==> config.mk <==
export PLATFORM = sky130hd
export DESIGN_NAME = edge_top
export DESIGN_NICKNAME = d
export VERILOG_FILES = /design/src/pix_pkg.sv /design/src/frame_pkg.sv /design/src/pix_stream_if.sv /design/src/grey_decode.sv /design/src/line_window.sv /design/src/sobel_execute.sv /design/src/edge_result.sv /design/src/edge_top.sv
export SDC_FILE = /design/constraint.sdc
export NUM_CORES = 1
export LEC_CHECK = 0
export BUFFER_PORTS_ARGS = -buffer_cell sky130_fd_sc_hd__buf_2
export CELL_PAD_IN_SITES_DETAIL_PLACEMENT = 1
export CELL_PAD_IN_SITES_GLOBAL_PLACEMENT = 1
export CORE_ASPECT_RATIO = 1.2
export CORE_MARGIN = 2
export CORE_UTILIZATION = 55
export CTS_CLUSTER_SIZE = 20
export DETAILED_ROUTE_END_ITERATION = 7
export PLACE_DENSITY = 0.91
export SLEW_MARGIN = 20
export SYNTH_ARGS = -nofsm -noshare
export SYNTH_HDL_FRONTEND = slang
export SYNTH_SLANG_ARGS = --single-unit
==> constraint.sdc <==
create_clock -name clk -period 25.4 [get_ports clk]
set_input_delay 5.08 -clock clk [delete_from_list [all_inputs] [get_ports clk]]
set_output_delay 5.08 -clock clk [all_outputs]
set_load 0.01 [all_outputs]
==> src/pix_pkg.sv <==
`default_nettype none

package pix_pkg;

  // one colour channel, also the grey value
  localparam int pix_w = 8;

  // signed gradient width, covers -1020 .. 1020
  localparam int grad_w = 11;

  // edge magnitude clips here
  localparam int mag_max = 255;

  // sobel weight on the middle tap of each row or column
  localparam int kern_mid = 2;

  typedef logic [pix_w-1:0] pix_t;

  typedef struct packed {
    pix_t r;
    pix_t g;
    pix_t b;
  } rgb_t;

  // [row][col], row 0 is top, col 0 is left
  typedef pix_t [0:2][0:2] win_t;

  typedef struct packed {
    rgb_t rgb;
    pix_t grey;
    logic edge_mode;
  } dec_t;

  typedef struct packed {
    win_t win;
    rgb_t rgb;
    logic edge_mode;
  } win_beat_t;

  typedef struct packed {
    pix_t edge_val;
    rgb_t rgb;
    logic edge_mode;
  } res_t;

endpackage

`default_nettype wire

==> src/frame_pkg.sv <==
`default_nettype none

package frame_pkg;

  // small frame, keeps simulation short
  localparam int frame_cols = 16;
  localparam int frame_rows = 8;

  // counters only hold in-frame positions
  localparam int col_w = (frame_cols > 1) ? $clog2(frame_cols) : 1;
  localparam int row_w = (frame_rows > 1) ? $clog2(frame_rows) : 1;

endpackage

`default_nettype wire

==> src/pix_stream_if.sv <==
`default_nettype none

// valid/ready stream, one beat moves when both are high
interface pix_stream_if #(
  parameter type payload_t = logic
);

  logic     valid;
  logic     ready;
  // first beat of a frame
  logic     sof;
  payload_t data;

  modport src (
    output valid,
    output sof,
    output data,
    input  ready
  );

  modport snk (
    input  valid,
    input  sof,
    input  data,
    output ready
  );

endinterface

`default_nettype wire

==> src/grey_decode.sv <==
`default_nettype none

module grey_decode (
  input  logic          clk,
  input  logic          rst_n,
  input  logic          edge_en,
  input  logic          in_valid,
  input  logic          in_sof,
  input  pix_pkg::rgb_t in_rgb,
  output logic          in_ready,
  pix_stream_if.src     dec
);

  logic                       accept;
  logic                       frame_mode;
  logic                       beat_mode;
  logic [pix_pkg::pix_w+1:0] grey_sum;

  // output slot free or being emptied this cycle
  assign in_ready = !dec.valid || dec.ready;
  assign accept   = in_valid && in_ready;

  // sof beat takes the live enable, the rest of the frame the latched one
  assign beat_mode = in_sof ? edge_en : frame_mode;

  // r + 2g + b, divided by 4 below
  assign grey_sum = (pix_pkg::pix_w + 2)'(in_rgb.r)
                  + ((pix_pkg::pix_w + 2)'(in_rgb.g) << 1)
                  + (pix_pkg::pix_w + 2)'(in_rgb.b);

  always_ff @(posedge clk) begin
    if (!rst_n) begin
      dec.valid  <= 1'b0;
      frame_mode <= 1'b0;
    end else begin
      if (in_ready) begin
        dec.valid <= in_valid;
      end
      if (accept && in_sof) begin
        frame_mode <= edge_en;
      end
    end
  end

  always_ff @(posedge clk) begin
    if (accept) begin
      dec.sof            <= in_sof;
      dec.data.rgb       <= in_rgb;
      dec.data.grey      <= grey_sum[pix_pkg::pix_w+1:2];
      dec.data.edge_mode <= beat_mode;
    end
  end

endmodule

`default_nettype wire

==> src/line_window.sv <==
`default_nettype none

module line_window (
  input  logic      clk,
  input  logic      rst_n,
  pix_stream_if.snk dec,
  pix_stream_if.src win
);

  // stream takes input, flush and tail are generated zero beats
  typedef enum logic [1:0] {
    st_stream,
    st_flush,
    st_tail
  } state_t;

  state_t                      state;
  logic [frame_pkg::col_w-1:0] col;
  logic [frame_pkg::row_w-1:0] row;

  // lb_a holds the row above, lb_b the row above that
  pix_pkg::pix_t lb_a [frame_pkg::frame_cols];
  pix_pkg::pix_t lb_b [frame_pkg::frame_cols];
  // rgb delay of one row plus one pixel, lines up with the centre
  pix_pkg::rgb_t rgb_line [frame_pkg::frame_cols];
  pix_pkg::rgb_t rgb_d;

  // raw column shift register and the padded window sent out
  pix_pkg::win_t       w;
  pix_pkg::win_t       nw;
  pix_pkg::pix_t [0:2] v;

  logic streaming;
  logic adv_ok;
  logic fire;
  logic beat_edge;
  logic emit;
  logic last_col;
  logic last_row;

  assign streaming = (state == st_stream);
  assign adv_ok    = !win.valid || win.ready;
  assign dec.ready = adv_ok && streaming;
  assign fire      = adv_ok && (dec.valid || !streaming);
  assign beat_edge = !streaming || dec.data.edge_mode;
  assign last_col  = (col == frame_pkg::col_w'(frame_pkg::frame_cols - 1));
  assign last_row  = (row == frame_pkg::row_w'(frame_pkg::frame_rows - 1));

  // nothing to emit until row 0 is complete and pixel (1,0) is in
  assign emit = !beat_edge || !streaming || (row > 1) || (row == 1 && col != 0);

  always_comb begin
    // new column, rows above the frame read as zero
    v[0] = (!streaming || row >= 2) ? lb_b[col] : '0;
    v[1] = (!streaming || row >= 1) ? lb_a[col] : '0;
    v[2] = streaming ? dec.data.grey : '0;
    for (int i = 0; i < 3; i++) begin
      // col 1: left neighbour of column 0 is off the frame
      nw[i][0] = (col == 1) ? '0 : w[i][1];
      nw[i][1] = w[i][2];
      // col 0: centre is the last pixel of a row, right side is padding
      nw[i][2] = (col == 0) ? '0 : v[i];
    end
  end

  always_ff @(posedge clk) begin
    if (!rst_n) begin
      state     <= st_stream;
      row       <= '0;
      col       <= '0;
      win.valid <= 1'b0;
    end else begin
      if (adv_ok) begin
        win.valid <= fire && emit;
      end
      if (fire) begin
        case (state)
          st_stream: begin
            if (last_col) begin
              col <= '0;
              if (last_row) begin
                row <= '0;
                if (dec.data.edge_mode) begin
                  state <= st_flush;
                end
              end else begin
                row <= row + 1'b1;
              end
            end else begin
              col <= col + 1'b1;
            end
          end
          st_flush: begin
            if (last_col) begin
              col   <= '0;
              state <= st_tail;
            end else begin
              col <= col + 1'b1;
            end
          end
          default: begin
            state <= st_stream;
          end
        endcase
      end
    end
  end

  always_ff @(posedge clk) begin
    if (fire) begin
      lb_b[col]     <= lb_a[col];
      lb_a[col]     <= v[2];
      rgb_line[col] <= streaming ? dec.data.rgb : '0;
      rgb_d         <= rgb_line[col];
      for (int i = 0; i < 3; i++) begin
        w[i][0] <= w[i][1];
        w[i][1] <= w[i][2];
        w[i][2] <= v[i];
      end
      // in edge mode the first window out is centred on (0,0)
      win.sof            <= beat_edge ? (streaming && row == 1 && col == 1) : dec.sof;
      win.data.win       <= beat_edge ? nw : '0;
      win.data.rgb       <= beat_edge ? rgb_d : dec.data.rgb;
      win.data.edge_mode <= beat_edge;
    end
  end

  a_sof_origin: assert property (@(posedge clk) disable iff (!rst_n)
    dec.valid && dec.ready && dec.sof |-> row == '0 && col == '0);

  a_win_hold: assert property (@(posedge clk) disable iff (!rst_n)
    win.valid && !win.ready |=> win.valid && $stable(win.data));

endmodule

`default_nettype wire

==> src/sobel_execute.sv <==
`default_nettype none

module sobel_execute (
  input  logic      clk,
  input  logic      rst_n,
  pix_stream_if.snk win,
  pix_stream_if.src res
);

  logic                                s1_valid;
  logic                                s1_sof;
  logic                                s1_mode;
  pix_pkg::rgb_t                       s1_rgb;
  logic signed [pix_pkg::grad_w-1:0]   s1_gx;
  logic signed [pix_pkg::grad_w-1:0]   s1_gy;
  logic signed [pix_pkg::grad_w-1:0]   gx;
  logic signed [pix_pkg::grad_w-1:0]   gy;
  logic [pix_pkg::grad_w-1:0]          abs_x;
  logic [pix_pkg::grad_w-1:0]          abs_y;
  logic [pix_pkg::grad_w:0]            mag_sum;
  logic                                adv1;
  logic                                adv2;

  // a + 2b + c, one side of the kernel
  function automatic logic [pix_pkg::grad_w-1:0] tri_sum(
    input pix_pkg::pix_t a,
    input pix_pkg::pix_t b,
    input pix_pkg::pix_t c
  );
    tri_sum = (pix_pkg::grad_w)'(a)
            + (pix_pkg::grad_w)'(pix_pkg::kern_mid * b)
            + (pix_pkg::grad_w)'(c);
  endfunction

  assign adv2      = !res.valid || res.ready;
  assign adv1      = !s1_valid || adv2;
  assign win.ready = adv1;

  // right minus left, bottom minus top
  assign gx = $signed(tri_sum(win.data.win[0][2], win.data.win[1][2], win.data.win[2][2]))
            - $signed(tri_sum(win.data.win[0][0], win.data.win[1][0], win.data.win[2][0]));
  assign gy = $signed(tri_sum(win.data.win[2][0], win.data.win[2][1], win.data.win[2][2]))
            - $signed(tri_sum(win.data.win[0][0], win.data.win[0][1], win.data.win[0][2]));

  assign abs_x   = s1_gx[pix_pkg::grad_w-1] ? -s1_gx : s1_gx;
  assign abs_y   = s1_gy[pix_pkg::grad_w-1] ? -s1_gy : s1_gy;
  assign mag_sum = {1'b0, abs_x} + {1'b0, abs_y};

  always_ff @(posedge clk) begin
    if (!rst_n) begin
      s1_valid  <= 1'b0;
      res.valid <= 1'b0;
    end else begin
      if (adv1) begin
        s1_valid <= win.valid;
      end
      if (adv2) begin
        res.valid <= s1_valid;
      end
    end
  end

  always_ff @(posedge clk) begin
    if (adv1 && win.valid) begin
      s1_gx   <= gx;
      s1_gy   <= gy;
      s1_rgb  <= win.data.rgb;
      s1_mode <= win.data.edge_mode;
      s1_sof  <= win.sof;
    end
    if (adv2 && s1_valid) begin
      res.data.edge_val  <= (mag_sum > pix_pkg::mag_max) ?
                            pix_pkg::pix_t'(pix_pkg::mag_max) :
                            mag_sum[pix_pkg::pix_w-1:0];
      res.data.rgb       <= s1_rgb;
      res.data.edge_mode <= s1_mode;
      res.sof            <= s1_sof;
    end
  end

  // each gradient is at most four full-scale pixels in size
  a_grad_range: assert property (@(posedge clk) disable iff (!rst_n)
    s1_valid |-> abs_x <= 4 * pix_pkg::mag_max && abs_y <= 4 * pix_pkg::mag_max);

endmodule

`default_nettype wire

==> src/edge_result.sv <==
`default_nettype none

module edge_result (
  input  logic          clk,
  input  logic          rst_n,
  pix_stream_if.snk     res,
  output logic          out_valid,
  output logic          out_sof,
  output pix_pkg::rgb_t out_rgb,
  input  logic          out_ready
);

  pix_pkg::rgb_t pick;

  assign res.ready = !out_valid || out_ready;

  // edge value on all three channels, or the original pixel
  always_comb begin
    if (res.data.edge_mode) begin
      pick.r = res.data.edge_val;
      pick.g = res.data.edge_val;
      pick.b = res.data.edge_val;
    end else begin
      pick = res.data.rgb;
    end
  end

  always_ff @(posedge clk) begin
    if (!rst_n) begin
      out_valid <= 1'b0;
    end else if (res.ready) begin
      out_valid <= res.valid;
    end
  end

  always_ff @(posedge clk) begin
    if (res.ready && res.valid) begin
      out_sof <= res.sof;
      out_rgb <= pick;
    end
  end

  a_out_hold: assert property (@(posedge clk) disable iff (!rst_n)
    out_valid && !out_ready |=> out_valid && $stable(out_rgb) && $stable(out_sof));

endmodule

`default_nettype wire

==> src/edge_top.sv <==
`default_nettype none

module edge_top (
  input  logic          clk,
  input  logic          rst_n,
  input  logic          edge_en,
  input  logic          in_valid,
  input  logic          in_sof,
  input  pix_pkg::pix_t in_r,
  input  pix_pkg::pix_t in_g,
  input  pix_pkg::pix_t in_b,
  output logic          in_ready,
  output logic          out_valid,
  output logic          out_sof,
  output pix_pkg::pix_t out_r,
  output pix_pkg::pix_t out_g,
  output pix_pkg::pix_t out_b,
  input  logic          out_ready
);

  pix_pkg::rgb_t in_rgb;
  pix_pkg::rgb_t out_rgb;

  pix_stream_if #(.payload_t(pix_pkg::dec_t))      dec_s ();
  pix_stream_if #(.payload_t(pix_pkg::win_beat_t)) win_s ();
  pix_stream_if #(.payload_t(pix_pkg::res_t))      res_s ();

  assign in_rgb.r = in_r;
  assign in_rgb.g = in_g;
  assign in_rgb.b = in_b;

  assign out_r = out_rgb.r;
  assign out_g = out_rgb.g;
  assign out_b = out_rgb.b;

  grey_decode u_decode (
    .clk      (clk),
    .rst_n    (rst_n),
    .edge_en  (edge_en),
    .in_valid (in_valid),
    .in_sof   (in_sof),
    .in_rgb   (in_rgb),
    .in_ready (in_ready),
    .dec      (dec_s)
  );

  line_window u_window (
    .clk   (clk),
    .rst_n (rst_n),
    .dec   (dec_s),
    .win   (win_s)
  );

  sobel_execute u_sobel (
    .clk   (clk),
    .rst_n (rst_n),
    .win   (win_s),
    .res   (res_s)
  );

  edge_result u_result (
    .clk       (clk),
    .rst_n     (rst_n),
    .res       (res_s),
    .out_valid (out_valid),
    .out_sof   (out_sof),
    .out_rgb   (out_rgb),
    .out_ready (out_ready)
  );

endmodule

`default_nettype wire

==> reports/qor.log <==
qor: timing.setup_total_negative_slack 0 ps
qor: setup_path.critical-path-top-delay-family simple AND/OR/NAND/NOR gates
qor: timing.clock-skew-final 44.69 ps
qor: setup_path.cp_data_arrival_time 6280 ps
qor: power_and_ir_drop.net-switching-power 911.3 µW
qor: clock_tree.cts_hold_repair.buffers 0
qor: placed_design.post-dp-hpwl 59550 µm
qor: clock_tree.cts_buffer_depth 3
qor: setup_path.worst_r2r_path_depth 17
qor: die.initial_utilization 55.63%
qor: setup_path.timing.critical_path.slowest_cell_delay 380 ps
qor: placed_design.dpl-instance-area 40980 µm²
qor: clock_tree.number_of_cts_inserted_buffers 92
qor: power_and_ir_drop.power.switching_fraction 24.24%
qor: power_and_ir_drop.power_density 84.96 nW/µm²
qor: timing.relative_slew_slack 23.84%
qor: grt.grt_util_all_layers 30.09%
qor: yosys.yosysUniqueCellTypes 59
qor: placed_design.port-buffer-count 56
qor: yosys.ys_async_sr_fraction 0%
qor: drt.drt-vias-per-instance 6.577
qor: timing.rsz0062_at_grt no
qor: layout.layout-drive-gt1-share 21.29%
qor: setup_path.required_worst_endpoint 20320 ps
qor: power_and_ir_drop.comb_power_share 11.3%
qor: layout.finalNetCount 2325
qor: setup_path.cp_cell_sequence buf_2 -> and4b_1 -> and2_1 -> o21ai_0 -> buf_2
qor: yosys.synth.area.top_cells sky130_fd_sc_hd__edfxtp_1 (72%), sky130_fd_sc_hd__mux4_2 (11%), sky130_fd_sc_hd__ha_1 (2.7%), sky130_fd_sc_hd__fa_1 (2.3%), sky130_fd_sc_hd__and2_1 (1.4%)
qor: yosys.netlist_area 39550 µm²
qor: drt.routed_length_per_placed_instance 34.26 µm
qor: timing.tightest_slew 1142 ps
qor: clock_tree.clock_latency 690 ps
qor: layout.layoutNonFillerInstCount 3173
qor: drt.residual_drc_count 0
qor: setup_path.worstSetupEndpointType output port
qor: layout.total_of_fill_cells_in_the_finished_design 5909
qor: yosys.postSynthAreaPerCell 19.27 µm²
qor: setup_path.crit_slowest_cell sky130_fd_sc_hd__o21ai_0
qor: grt.grt_start_max_net_pins 72
qor: yosys.synth-main-ff-cell sky130_fd_sc_hd__edfxtp_1
qor: run.max_cap_violations 0
qor: yosys.postSynthCellCount 2052
qor: setup_path.setup.reg_to_reg.worst_slack 20280 ps
qor: setup_path.critical_path_depth 5
qor: drt.routed_wirelength 108700 µm
qor: yosys.synth.yosys.seq_area_share 72.57%
qor: timing.final-hold-violation-count 0
qor: die.placeableCoreArea 71090 µm²
qor: power_and_ir_drop.power.leakage 0.01476 µW
qor: setup_path.path_max_fanout 7
qor: setup_path.reg2reg_from u_window.win.data[74]
qor: hold_path.holdPathStages 0
qor: yosys.synth-edff-count 943
qor: die.die-area 74070 µm²
qor: hold_path.hold_path.class reg -> reg
qor: yosys.synth_largest_area_cell sky130_fd_sc_hd__edfxtp_1
qor: yosys.netlist.area_leader.share 71.60%
qor: die.ports_placed_on_the_boundary 57
qor: clock_tree.cts-resized-gates 0
qor: layout.postLayoutCellArea 44250 µm²
qor: drt.detail_route.first_pass.iterations 5
qor: yosys.yosys_register_bits 962
qor: yosys.yosysWarningCount 0
qor: clock_tree.ctsHtreeMaxLevel 3
qor: placed_design.placed_cells 2997
qor: timing.final_period_minus_worst_setup_slack 11360 ps
qor: power_and_ir_drop.power_report.internal_total 2849 µW
qor: die.die-height 297.7 µm
qor: power_and_ir_drop.irDropWorstVdd 0.07332 mV
qor: clock_tree.clk_root_buffer_cell sky130_fd_sc_hd__clkbuf_16
qor: setup_path.startpoint_type input port
qor: setup_path.worstReg2RegEnd u_sobel.s1_gx[10]
qor: clock_tree.cts.sinks 962
qor: power_and_ir_drop.power.clock.fraction 39.8%
qor: grt.gr-total-overflow 0
qor: clock_tree.clock_tree_from_tritoncts done
qor: die.die_w 248.8 µm
qor: hold_path.whs_endpoint u_window.w[37]
qor: clock_tree.clk_transition_reported_paths 60 ps
qor: setup_path.path_buf_inv 2
qor: yosys.post_syn_nets 2211
qor: setup_path.path_class in -> out
qor: drt.dr_total_vias 20870
qor: placed_design.gpl.final_weighted_congestion 0.8903
qor: grt.grt_pass1_vias 22730
qor: drt.drt_iter0_drc 2303
qor: drt.drt.antenna.violating_nets 0
qor: layout.final_util 62.25%
qor: timing.setup_violations 0
qor: grt.grt_antenna_before_repair 4
qor: setup_path.crit_top_cell sky130_fd_sc_hd__buf_2
qor: status.status completed
qor: power_and_ir_drop.power.share.sequential 48.9%
qor: timing.timing_max_transition_violations_final 0
qor: layout.syn2layout_area_growth 11.91%
qor: grt.grt_pass1_wl 159000 µm
qor: hold_path.hold_path_startpoint u_window.nw[37]
qor: die.placementRows 107
qor: timing.fin_crit_sh 44.71%
qor: timing.clock.fmax 0.08805 GHz
qor: clock_tree.cts.repair_timing.setup_buffer_count 0
layout by cell type, fill, tap and decap left out, drive strengths merged, types with 25 or more instances in the layout:
cell type  instances
nor2              37
o21ai             60
nand2             47
a21oi             33
clkinv            39
clkbuf           107
mux2              25
buf               89
edfxtp           943
fa                45
and2              89
nor2b             38
inv              135
mux4             192
ha                84
xnor2             45
worst max path at each step:
stage,startpoint,to,slack [ps]
2_1_floorplan,out_ready,u_window.lb_a[4][0],12510
3_3_place_gp,out_ready,in_ready,14160
3_5_place_dp,out_ready,in_ready,14040
4_1_cts,out_ready,in_ready,14040
5_1_grt,out_ready,in_ready,13950
6_report,out_ready,in_ready,14040
through the flow:
step / hold WS [ps] / setup slack, ps / total power (µW)
2_1_floorplan: 400.3 / 12510 / 2149
3_3_place_gp: 402.2 / 14160 / 2240
3_5_place_dp: 405.2 / 14040 / 2281
4_1_cts: 420.3 / 14040 / 3771
5_1_grt: 421.0 / 13950 / 3860
6_report: 416.4 / 14040 / 3760
cell type report:
type | count | area, µm² | area share [%]
flip-flops and latches | 962 | 28710 | 64.88
multi-input cells | 891 | 10100 | 22.83
clock buffers | 107 | 2401 | 5.426
well taps | 926 | 1159 | 2.618
clock inverters | 66 | 847.1 | 1.914
repair buffers | 89 | 535.5 | 1.210
inverters | 130 | 493.0 | 1.114
diodes | 2 | 5.005 | 0.01131
routing by layer:
metal | wire, µm | vias to the layer above | track usage (%)
li1 | - | 8289 | -
met1 | 38520 | 10970 | 36.86
met2 | 56440 | 1303 | 52.18
met3 | 8423 | 310 | 4.796
met4 | 5319 | 0 | 15.18
met5 | 0 | - | 0
synthesized netlist by cell type, drive strengths merged, types with 2 or more instances:
master	number
nor4b	3
mux2	25
nand4	3
xor2	23
o21ai	60
or3	8
a21o	13
or2	4
buf	32
o31ai	6
nand2b	10
inv	130
nor4	4
and3	17
or4	4
edfxtp	943
ha	84
o22ai	9
nor2	37
dfxtp	19
o31a	2
o21a	7
o311ai	2
a21oi	33
nor3b	6
o41ai	6
and2	89
o21bai	7
clkbuf	37
a31oi	2
a211oi	2
nor3	10
mux4	192
nand2	47
fa	45
mux2i	20
a21boi	8
nand3	8
xnor2	45
nor2b	38
state kept, by name, indices dropped and copies added, names as in the netlist, 2 cells and up, named ones only:
name,flops
u_decode.dec.data,33
u_result.out_rgb,24
u_sobel.res.data,33
u_sobel.s1_gx,11
u_sobel.s1_gy,11
u_sobel.s1_rgb,24
u_window.col,4
u_window.lb_a,128
u_window.lb_b,128
u_window.nw,24
u_window.rgb_d,24
u_window.rgb_line,384
u_window.row,3
u_window.state,2
u_window.w,24
u_window.win.data,89
power by group through the flow:
stage | clock network, µW | registers [µW] | logic, µW
6_report | 1500 | 1840 | 425
3_3_place_gp | 0 | 1870 | 374
3_5_place_dp | 0 | 1870 | 410
4_1_cts | 1510 | 1840 | 424
5_1_grt | 1560 | 1840 | 463
2_1_floorplan | 0 | 1850 | 295
worst register-to-register path: stages, from the launching register on:
cell,delay [ps]
sky130_fd_sc_hd__edfxtp_1,400
sky130_fd_sc_hd__ha_1,270
sky130_fd_sc_hd__inv_1,100
sky130_fd_sc_hd__fa_1,420
sky130_fd_sc_hd__nor2b_1,140
sky130_fd_sc_hd__o21ai_0,150
sky130_fd_sc_hd__a21boi_0,390
sky130_fd_sc_hd__o21ai_0,200
sky130_fd_sc_hd__a21boi_0,290
sky130_fd_sc_hd__nor2_1,110
sky130_fd_sc_hd__fa_1,510
sky130_fd_sc_hd__inv_1,50
sky130_fd_sc_hd__fa_1,490
sky130_fd_sc_hd__inv_1,50
sky130_fd_sc_hd__ha_1,220
sky130_fd_sc_hd__o41ai_1,670
sky130_fd_sc_hd__nor2_1,110
sky130_fd_sc_hd__a211o_1,290
cells by family (layout without fill, tap and decap cells):
logic type | count (synthesis) | count (layout) | synth area share [%]
AND/OR/NAND/NOR | 291 | 291 | 4.110
other | 0 | 2 | 0
buffers and inverters | 199 | 392 | 2.098
AO/OA/AOI/OAI | 166 | 166 | 2.632
flip-flops | 962 | 962 | 72.57
multiplexers | 237 | 237 | 12.15
adder cells (fa/ha/maj) | 129 | 129 | 4.936
XOR/XNOR | 68 | 68 | 1.506
(Power assumes the default switching activity.)
